**config.mk**
```make
export PLATFORM = sky130hd
export DESIGN_NAME = rv_core_top
export DESIGN_NICKNAME = d
export VERILOG_FILES = /design/src/common/rv_pkg.sv /design/src/decode/rv_decoder.sv /design/src/execute/rv_execute.sv /design/src/logic/rv_core_top.sv /design/src/result/rv_regfile.sv
export SDC_FILE = /design/constraint.sdc
export NUM_CORES = 2
export LEC_CHECK = 0
export BUFFER_PORTS_ARGS = -buffer_cell sky130_fd_sc_hd__buf_2
export CAP_MARGIN = 20
export CELL_PAD_IN_SITES_DETAIL_PLACEMENT = 1
export CELL_PAD_IN_SITES_GLOBAL_PLACEMENT = 1
export CORE_UTILIZATION = 32
export DETAILED_ROUTE_END_ITERATION = 12
export GPL_TIMING_DRIVEN = 0
export PLACE_DENSITY_LB_ADDON = 0.08
export RECOVER_POWER = 100
export SYNTH_ARGS = -nofsm -noshare
export SYNTH_HDL_FRONTEND = slang
export SYNTH_SLANG_ARGS = --single-unit
```
**constraint.sdc**
```tcl
create_clock -name clk_i -period 13.6 [get_ports clk_i]
set_input_delay 2.72 -clock clk_i [delete_from_list [all_inputs] [get_ports clk_i]]
set_output_delay 2.72 -clock clk_i [all_outputs]
set_load 0.01 [all_outputs]
```
**src/common/rv_pkg.sv**
```systemverilog
// shared widths, encodings and decode enums for the rv32i execution slice
// every rtl file refers to these by scoped name
package rv_pkg;

  ////////////////////////////////////////////////////////////////////////////
  // widths
  ////////////////////////////////////////////////////////////////////////////

  // data and instruction width
  localparam int XLEN = 32;

  // register index width and register count
  localparam int REG_ADDR_W = 5;
  localparam int NUM_REGS = 32;

  // funct7 value that selects sub and sra
  localparam logic [6:0] FUNCT7_ALT = 7'b0100000;

  ////////////////////////////////////////////////////////////////////////////
  // major opcodes
  ////////////////////////////////////////////////////////////////////////////

  // only the integer compute groups are kept
  typedef enum logic [6:0] {
    OPC_LUI    = 7'b0110111,
    OPC_AUIPC  = 7'b0010111,
    OPC_OP_IMM = 7'b0010011,
    OPC_OP     = 7'b0110011
  } opcode_e;

  ////////////////////////////////////////////////////////////////////////////
  // decoded control
  ////////////////////////////////////////////////////////////////////////////

  // alu function
  typedef enum logic [3:0] {
    ALU_ADD  = 4'd0,
    ALU_SUB  = 4'd1,
    ALU_SLL  = 4'd2,
    ALU_SLT  = 4'd3,
    ALU_SLTU = 4'd4,
    ALU_XOR  = 4'd5,
    ALU_SRL  = 4'd6,
    ALU_SRA  = 4'd7,
    ALU_OR   = 4'd8,
    ALU_AND  = 4'd9
  } alu_op_e;

  // operand a source
  // zero is used by lui so the alu just passes the immediate
  typedef enum logic [1:0] {
    OPA_RS1  = 2'd0,
    OPA_PC   = 2'd1,
    OPA_ZERO = 2'd2
  } op_a_sel_e;

  // operand b source
  typedef enum logic {
    OPB_RS2 = 1'b0,
    OPB_IMM = 1'b1
  } op_b_sel_e;

endpackage

```
**src/decode/rv_decoder.sv**
```systemverilog
// combinational rv32i decoder for the lui, auipc, op-imm and op groups
// turns one instruction word into alu control, an immediate and register indices
module rv_decoder (
  input  logic [rv_pkg::XLEN-1:0]       instr_i,
  output logic [rv_pkg::REG_ADDR_W-1:0] rs1_addr_o,
  output logic [rv_pkg::REG_ADDR_W-1:0] rs2_addr_o,
  output logic [rv_pkg::REG_ADDR_W-1:0] rd_addr_o,
  output rv_pkg::alu_op_e               alu_op_o,
  output rv_pkg::op_a_sel_e             op_a_sel_o,
  output rv_pkg::op_b_sel_e             op_b_sel_o,
  output logic [rv_pkg::XLEN-1:0]       imm_o,
  output logic                          rd_we_o,
  output logic                          illegal_o
);

  // funct3 codes shared by op-imm and op
  typedef enum logic [2:0] {
    F3_ADD  = 3'b000,
    F3_SLL  = 3'b001,
    F3_SLT  = 3'b010,
    F3_SLTU = 3'b011,
    F3_XOR  = 3'b100,
    F3_SR   = 3'b101,
    F3_OR   = 3'b110,
    F3_AND  = 3'b111
  } funct3_e;

  rv_pkg::opcode_e          opcode;
  funct3_e                  funct3;
  logic [6:0]               funct7;
  logic [rv_pkg::XLEN-1:0]  i_imm;
  logic [rv_pkg::XLEN-1:0]  u_imm;
  logic [rv_pkg::XLEN-1:0]  shamt_imm;
  rv_pkg::alu_op_e          base_op;
  logic                     legal;

  ////////////////////////////////////////////////////////////////////////////
  // fields and immediates
  ////////////////////////////////////////////////////////////////////////////

  assign opcode     = rv_pkg::opcode_e'(instr_i[6:0]);
  assign funct3     = funct3_e'(instr_i[14:12]);
  assign funct7     = instr_i[31:25];
  assign rd_addr_o  = instr_i[11:7];
  assign rs1_addr_o = instr_i[19:15];
  assign rs2_addr_o = instr_i[24:20];

  assign i_imm      = {{20{instr_i[31]}}, instr_i[31:20]};
  assign u_imm      = {instr_i[31:12], 12'b0};
  assign shamt_imm  = {27'b0, instr_i[24:20]};

  // alu function implied by funct3 alone
  always_comb begin
    base_op = rv_pkg::ALU_ADD;
    case (funct3)
      F3_ADD:  base_op = rv_pkg::ALU_ADD;
      F3_SLL:  base_op = rv_pkg::ALU_SLL;
      F3_SLT:  base_op = rv_pkg::ALU_SLT;
      F3_SLTU: base_op = rv_pkg::ALU_SLTU;
      F3_XOR:  base_op = rv_pkg::ALU_XOR;
      F3_SR:   base_op = rv_pkg::ALU_SRL;
      F3_OR:   base_op = rv_pkg::ALU_OR;
      F3_AND:  base_op = rv_pkg::ALU_AND;
    endcase
  end

  ////////////////////////////////////////////////////////////////////////////
  // opcode match
  ////////////////////////////////////////////////////////////////////////////

  always_comb begin
    alu_op_o   = base_op;
    op_a_sel_o = rv_pkg::OPA_RS1;
    op_b_sel_o = rv_pkg::OPB_IMM;
    imm_o      = i_imm;
    legal      = 1'b1;
    case (opcode)
      rv_pkg::OPC_LUI: begin
        alu_op_o   = rv_pkg::ALU_ADD;
        op_a_sel_o = rv_pkg::OPA_ZERO;
        imm_o      = u_imm;
      end
      rv_pkg::OPC_AUIPC: begin
        alu_op_o   = rv_pkg::ALU_ADD;
        op_a_sel_o = rv_pkg::OPA_PC;
        imm_o      = u_imm;
      end
      rv_pkg::OPC_OP_IMM: begin
        // shifts carry shamt in the low immediate bits, funct7 above it
        if (funct3 == F3_SLL) begin
          imm_o = shamt_imm;
          legal = (funct7 == 7'b0);
        end else if (funct3 == F3_SR) begin
          imm_o = shamt_imm;
          if (funct7 == rv_pkg::FUNCT7_ALT) begin
            alu_op_o = rv_pkg::ALU_SRA;
          end else begin
            legal = (funct7 == 7'b0);
          end
        end
      end
      rv_pkg::OPC_OP: begin
        op_b_sel_o = rv_pkg::OPB_RS2;
        if (funct7 == rv_pkg::FUNCT7_ALT) begin
          // only add and srl have an alternate form
          if (funct3 == F3_ADD) begin
            alu_op_o = rv_pkg::ALU_SUB;
          end else if (funct3 == F3_SR) begin
            alu_op_o = rv_pkg::ALU_SRA;
          end else begin
            legal = 1'b0;
          end
        end else if (funct7 != 7'b0) begin
          legal = 1'b0;
        end
      end
      default: legal = 1'b0;
    endcase
  end

  // x0 writes are dropped here and nowhere else
  assign rd_we_o   = legal && (rd_addr_o != '0);
  assign illegal_o = !legal;

endmodule

```
**src/execute/rv_execute.sv**
```systemverilog
// operand select, alu and the write-back register
// results appear one cycle after the instruction strobe
module rv_execute (
  input  logic                          clk_i,
  input  logic                          arst_n_i,
  input  logic                          instr_valid_i,
  input  logic [rv_pkg::XLEN-1:0]       pc_i,
  input  rv_pkg::alu_op_e               alu_op_i,
  input  rv_pkg::op_a_sel_e             op_a_sel_i,
  input  rv_pkg::op_b_sel_e             op_b_sel_i,
  input  logic [rv_pkg::XLEN-1:0]       imm_i,
  input  logic [rv_pkg::REG_ADDR_W-1:0] rd_addr_i,
  input  logic                          rd_we_i,
  input  logic                          illegal_i,
  input  logic [rv_pkg::XLEN-1:0]       rs1_data_i,
  input  logic [rv_pkg::XLEN-1:0]       rs2_data_i,
  output logic                          wb_we_o,
  output logic [rv_pkg::REG_ADDR_W-1:0] wb_addr_o,
  output logic [rv_pkg::XLEN-1:0]       wb_data_o,
  output logic                          illegal_o
);

  logic [rv_pkg::XLEN-1:0] op_a;
  logic [rv_pkg::XLEN-1:0] op_b;
  logic [4:0]              shamt;
  logic [rv_pkg::XLEN-1:0] alu_result;
  logic                    wb_fire;

  always_comb begin
    case (op_a_sel_i)
      rv_pkg::OPA_RS1: op_a = rs1_data_i;
      rv_pkg::OPA_PC:  op_a = pc_i;
      default:         op_a = '0;
    endcase
  end

  assign op_b  = (op_b_sel_i == rv_pkg::OPB_IMM) ? imm_i : rs2_data_i;
  assign shamt = op_b[4:0];

  ////////////////////////////////////////////////////////////////////////////
  // alu
  ////////////////////////////////////////////////////////////////////////////

  always_comb begin
    case (alu_op_i)
      rv_pkg::ALU_ADD:  alu_result = op_a + op_b;
      rv_pkg::ALU_SUB:  alu_result = op_a - op_b;
      rv_pkg::ALU_SLL:  alu_result = op_a << shamt;
      rv_pkg::ALU_SLT:  alu_result = {31'b0, $signed(op_a) < $signed(op_b)};
      rv_pkg::ALU_SLTU: alu_result = {31'b0, op_a < op_b};
      rv_pkg::ALU_XOR:  alu_result = op_a ^ op_b;
      rv_pkg::ALU_SRL:  alu_result = op_a >> shamt;
      rv_pkg::ALU_SRA:  alu_result = $unsigned($signed(op_a) >>> shamt);
      rv_pkg::ALU_OR:   alu_result = op_a | op_b;
      rv_pkg::ALU_AND:  alu_result = op_a & op_b;
      default:          alu_result = '0;
    endcase
  end

  ////////////////////////////////////////////////////////////////////////////
  // write-back stage
  ////////////////////////////////////////////////////////////////////////////

  assign wb_fire = instr_valid_i && rd_we_i;

  // address and data hold the last real write-back between strobes
  always_ff @(posedge clk_i or negedge arst_n_i) begin
    if (!arst_n_i) begin
      wb_we_o   <= 1'b0;
      illegal_o <= 1'b0;
      wb_addr_o <= '0;
      wb_data_o <= '0;
    end else begin
      wb_we_o   <= wb_fire;
      illegal_o <= instr_valid_i && illegal_i;
      if (wb_fire) begin
        wb_addr_o <= rd_addr_i;
        wb_data_o <= alu_result;
      end
    end
  end

endmodule

```
**src/logic/rv_core_top.sv**
```systemverilog
// rv32i execution slice top, decode and register read in one cycle
// write-back and illegal strobes follow one cycle after instr_valid_i
module rv_core_top (
  input  logic                          clk_i,
  input  logic                          arst_n_i,
  input  logic                          instr_valid_i,
  input  logic [rv_pkg::XLEN-1:0]       instr_i,
  input  logic [rv_pkg::XLEN-1:0]       pc_i,
  output logic                          rd_we_o,
  output logic [rv_pkg::REG_ADDR_W-1:0] rd_addr_o,
  output logic [rv_pkg::XLEN-1:0]       rd_data_o,
  output logic                          illegal_o
);

  logic [rv_pkg::REG_ADDR_W-1:0] rs1_addr;
  logic [rv_pkg::REG_ADDR_W-1:0] rs2_addr;
  logic [rv_pkg::REG_ADDR_W-1:0] rd_addr;
  rv_pkg::alu_op_e               alu_op;
  rv_pkg::op_a_sel_e             op_a_sel;
  rv_pkg::op_b_sel_e             op_b_sel;
  logic [rv_pkg::XLEN-1:0]       imm;
  logic                          rd_we;
  logic                          illegal;
  logic [rv_pkg::XLEN-1:0]       rs1_data;
  logic [rv_pkg::XLEN-1:0]       rs2_data;

  rv_decoder rv_decoder_inst (
    .instr_i    (instr_i),
    .rs1_addr_o (rs1_addr),
    .rs2_addr_o (rs2_addr),
    .rd_addr_o  (rd_addr),
    .alu_op_o   (alu_op),
    .op_a_sel_o (op_a_sel),
    .op_b_sel_o (op_b_sel),
    .imm_o      (imm),
    .rd_we_o    (rd_we),
    .illegal_o  (illegal)
  );

  rv_execute rv_execute_inst (
    .clk_i         (clk_i),
    .arst_n_i      (arst_n_i),
    .instr_valid_i (instr_valid_i),
    .pc_i          (pc_i),
    .alu_op_i      (alu_op),
    .op_a_sel_i    (op_a_sel),
    .op_b_sel_i    (op_b_sel),
    .imm_i         (imm),
    .rd_addr_i     (rd_addr),
    .rd_we_i       (rd_we),
    .illegal_i     (illegal),
    .rs1_data_i    (rs1_data),
    .rs2_data_i    (rs2_data),
    .wb_we_o       (rd_we_o),
    .wb_addr_o     (rd_addr_o),
    .wb_data_o     (rd_data_o),
    .illegal_o     (illegal_o)
  );

  // write port is fed straight from the write-back register
  rv_regfile rv_regfile_inst (
    .clk_i      (clk_i),
    .arst_n_i   (arst_n_i),
    .rs1_addr_i (rs1_addr),
    .rs2_addr_i (rs2_addr),
    .wb_we_i    (rd_we_o),
    .wb_addr_i  (rd_addr_o),
    .wb_data_i  (rd_data_o),
    .rs1_data_o (rs1_data),
    .rs2_data_o (rs2_data)
  );

endmodule

```
**src/result/rv_regfile.sv**
```systemverilog
// integer register file, two combinational read ports and one write port
// a pending write-back is forwarded to any read port that asks for it
module rv_regfile (
  input  logic                          clk_i,
  input  logic                          arst_n_i,
  input  logic [rv_pkg::REG_ADDR_W-1:0] rs1_addr_i,
  input  logic [rv_pkg::REG_ADDR_W-1:0] rs2_addr_i,
  input  logic                          wb_we_i,
  input  logic [rv_pkg::REG_ADDR_W-1:0] wb_addr_i,
  input  logic [rv_pkg::XLEN-1:0]       wb_data_i,
  output logic [rv_pkg::XLEN-1:0]       rs1_data_o,
  output logic [rv_pkg::XLEN-1:0]       rs2_data_o
);

  logic [rv_pkg::XLEN-1:0] regs [rv_pkg::NUM_REGS];
  logic                    rs1_hit;
  logic                    rs2_hit;

  ////////////////////////////////////////////////////////////////////////////
  // storage
  ////////////////////////////////////////////////////////////////////////////

  // x0 is never addressed by a write, so it keeps its reset value
  always_ff @(posedge clk_i or negedge arst_n_i) begin
    if (!arst_n_i) begin
      for (int i = 0; i < rv_pkg::NUM_REGS; i++) begin
        regs[i] <= '0;
      end
    end else if (wb_we_i) begin
      regs[wb_addr_i] <= wb_data_i;
    end
  end

  ////////////////////////////////////////////////////////////////////////////
  // read with bypass
  ////////////////////////////////////////////////////////////////////////////

  // the write lands at the next edge, too late for the instruction behind it
  assign rs1_hit = wb_we_i && (wb_addr_i == rs1_addr_i);
  assign rs2_hit = wb_we_i && (wb_addr_i == rs2_addr_i);

  assign rs1_data_o = rs1_hit ? wb_data_i : regs[rs1_addr_i];
  assign rs2_data_o = rs2_hit ? wb_data_i : regs[rs2_addr_i];

endmodule

```
==> key figures <==
Placed design
  • Routability Congestion: between 1 and 1.5
  • I/O Buffers: 100
  • DP HPWL: between 300000 and 400000 µm
  • Post-DP Area: 72970 µm²

Pwr
  • Sw Share: 31.68%
  • Cell Int Power: around 5600 µW
  • Clk pwr share: 45.7%
  • Leak: 0.03477 µW
  • Switching power: ~2600 µW
  • Combinational power share: 15.6%
  • Reg power frac: roughly two fifths
  • Worst vdd ir: roughly 0.13 mV
  • Power Density: 107.3 nW/µm²

Synth
  • Top FF cell, synth: dfrtp_1
  • Syn Area/Cell: approximately 12 µm²
  • Gate Count Post-Synth: roughly 5500
  • EDFF count, synth: 0
  • Seq/Total Area, Yosys: 39.93%
  • Warnings from Yosys: 0
  • Mapped Area: 66620 µm²
  • Yosys cell types: between 80 and 90
  • Fraction of registers with async set/reset: 100.0%
  • Syn_nets: ~5700
  • Flops & latches, synth: about 1100

Global routing
  • Number of global-route vias before repair: 57000
  • Largest net degree at the start of global routing: about 150
  • Antenna violations before repair: between 40 and 50
  • Grt total ovfl: 0
  • Overall Global Routing Usage: between 30% and 40%
  • First-pass GRT wire length: 545700 µm

Route
  • First drt pass iteration count: 6
  • Vias per cell: 6.444
  • Starting DRT DRC Count: 6856
  • DR WL/cell: approximately 47 µm
  • Via count: between 50000 and 60000
  • DRC viols: 0
  • Post-DRT Antenna Nets: 0
  • Total routed wirelength: about 400000 µm

Die
  • Initial Util: 32.17%
  • Row count: 167
  • Core ar.: 207100 µm²
  • Die Area: around 210000 µm²
  • Ports: between 100 and 150
  • Die height: ~460 µm
  • Die Wd: about 460 µm

Clock tree
  • Clock slew at reported path FFs: roughly 0.060 ns
  • CTS Buf Count: approximately 140
  • Worst-Skew Late Latency: 0.86 ns
  • Post-CTS sizing: 0
  • Hold-fix buffers, CTS: 0
  • Clk root buf: clkbuf_16
  • CTS tree: built
  • CTS H-tree depth: 4
  • Setup Fix Bufs, Post-CTS: 0
  • Clock sinks: around 1100
  • CTS max path bufs: 3

STA
  • Setup TNS: 0 ns
  • Max Freq: 77.88 MHz
  • Slew Viols, Final: 833
  • Fin Clk Skew: roughly 0.046 ns
  • Actual slew at the worst max-slew pin: about 5.2 ns
  • Minimum clock period: 12.84 ns
  • Fin Hold WS: ~0.52 ns
  • Final worst path period share: 94.42%
  • Slew headroom: -246.8%
  • Final Setup Violations: 0
  • Final hold violations: 0
  • RSZ-0062 raised after global routing: false

Critical path
  • CP Max Fanout: 10
  • CP startpoint kind: input pin
  • Reg2reg path depth: 24
  • Critical Path Sink Type: register
  • CP Class: in -> reg
  • Required @ worst endpoint: around 14 ns
  • CP arrival: around 14 ns
  • Flop2flop setup slack: ~4.2 ns

Outcome
  • Violated checks: max-capacitance violations, max-slew violations
  • Outcome: complete, but fails checks

Min path
  • Worst Hold Class: reg -> reg
  • Min-Delay Path Depth: 1

Final layout
  • Nets@finish: 6048
  • Area growth syn-to-layout: 15.25%
  • Layout fillers: about 22000
  • Final Core Density: a little under two fifths
  • Post-route cell area: 76780 µm²
  • Area of the multi-input gates: roughly 37000 µm²
  • Storage element area: ~27000 µm²
  • Share of layout cells above drive strength 1: about a third

Job
  • Max-cap violation count: 33
layout make-up:
type	instances	share of cell area, %
Multi-Input combinational cell	3809	48.75
Sequential cell	1063	34.65
Clock buffer	200	5.189
Tap cell	2788	4.544
Buffer	542	3.109
Timing Repair Buffer	230	2.577
Clock inverter	44	0.6405
Inverter	97	0.4905
Antenna cell	17	0.05541
cell families after synthesis:
| logic type | count (synthesis) | synth area share (%) |
|---|---|---|
| AOI/OAI and AO/OA | 912 | 9.143 |
| xor gates and xnor gates | 31 | 0.4076 |
| adders and majority gates | 103 | 1.957 |
| buffers and inverters | 639 | 4.021 |
| DFF | 1063 | 39.93 |
| muxes | 1937 | 38.81 |
| and+or+nand+nor | 826 | 5.730 |
power groups by stage:
stage          Clock, µW  Sequential, µW  Combinational (µW)
3_5_place_dp           0            3240                1250
6_report            3760            3190                1290
4_1_cts             3800            3190                1250
5_1_grt             3910            3190                1290
3_3_place_gp           0            3250                1200
2_1_floorplan          0            3240                 550
Yosys cell counts (20+ instances only):
master    instances  area [µm²]
nand3_1          63       315.3
mux4_2          412        9279
o22ai_1          78       488.0
o21ai_0         192       960.9
inv_1            92       345.3
a31oi_1          28       175.2
a21oi_1         153       765.7
a221oi_1         27       236.5
a211oi_1         66       495.5
nand2_1         302        1134
buf_4            22       165.2
buf_2            85       425.4
ha_1            101        1264
dfrtp_1        1063       26600
xnor2_1          26       227.7
and2_1           22       137.6
mux2i_1         478        4785
nand2b_1         22       137.6
o211ai_1         33       247.7
clkbuf_1        327        1227
buf_1            99       371.6
nor2b_1          22       137.6
a21o_1           23       172.7
mux2_2         1047       11790
nor2_1          226       848.3
o21ai_1          20       100.1
a22oi_1         106       795.8
nor3_1           60       300.3
stage by stage:
| step | power (µW) | cells | setup slack [ns] |
|---|---|---|---|
| floorplan | 3788 | 5511 | 4.830 |
| global placement | 4446 | 8399 | -15.75 |
| detailed placement | 4489 | 8528 | 0.7686 |
| CTS | 8232 | 8772 | 1.645 |
| global route | 8389 | 8776 | 0.6444 |
| finish | 8234 | 8790 | 0.7590 |
final timing paths:
kind | start | to
max in group asynchronous | arst_n_i | rv_regfile_inst.regs[97]$_DFFE_PN0P_
worst min register to register | rv_regfile_inst.regs[59]$_DFFE_PN0P_ | rv_regfile_inst.regs[59]$_DFFE_PN0P_
worst max-delay path | instr_i[15] | rv_execute_inst.wb_data_o[30]$_DFFE_PN0P_
worst min-delay path | rv_regfile_inst.regs[59]$_DFFE_PN0P_ | rv_regfile_inst.regs[59]$_DFFE_PN0P_
min in group asynchronous | arst_n_i | rv_regfile_inst.regs[913]$_DFFE_PN0P_
worst max register to register | rv_execute_inst.wb_addr_o[4]$_DFFE_PN0P_ | rv_execute_inst.wb_data_o[30]$_DFFE_PN0P_
layout by cell type (no fill, tap or decap), types with 26 or more instances in the layout:
cell / instances
o21ai_0: 193
nor3_1: 58
clkbuf_8: 34
ha_1: 101
a221oi_1: 27
mux2i_1: 478
mux4_2: 412
a211oi_1: 66
a21oi_1: 150
xnor2_1: 26
a31oi_1: 27
inv_1: 92
clkbuf_16: 136
nor2_1: 224
a22oi_1: 106
o22ai_1: 78
buf_4: 33
buf_2: 172
nand2_1: 302
o211ai_1: 33
buf_8: 29
clkbuf_1: 450
nand3_1: 63
clkbuf_2: 47
dfrtp_1: 1063
mux2_2: 1044
registers in the layout, summed over array words and instances, names as in the netlist:
| name | cells |
|---|---|
| rv_execute_inst.illegal_o | 1 |
| rv_execute_inst.wb_addr_o | 5 |
| rv_execute_inst.wb_we_o | 1 |
| rv_execute_inst.wb_data_o | 32 |
| rv_regfile_inst.regs | 1024 |
worst max-delay path, cell delays in order:
cell and delay, ns:
buf_4 0.21, buf_6 0.30, buf_6 0.25, buf_4 0.46, clkbuf_1 1.58, inv_1 0.90, a2111oi_0 0.62, a2111oi_0 0.25
nor4bb_1 0.67, o21ai_0 0.74, inv_1 0.35, ha_1 0.24, inv_1 0.07, fa_1 0.45, nor2b_1 0.17, o31a_1 0.31
o21ai_0 0.56, a31oi_1 0.42, o211ai_1 0.50, a31o_2 0.29, o311a_1 0.23, o21ai_0 0.23, a2111o_1 0.50, a21oi_1 0.14
nand3b_1 0.18, a31oi_1 0.11
layer usage:
layer | track usage, % | vias up | wire, µm
li1 | - | 21650 | -
met1 | 49.96 | 30730 | 165300
met2 | 58.54 | 3196 | 180500
met3 | 9.474 | 1033 | 35970
met4 | 23.90 | 32 | 29970
met5 | 0 | - | 228
(Power assumes the default switching activity.)
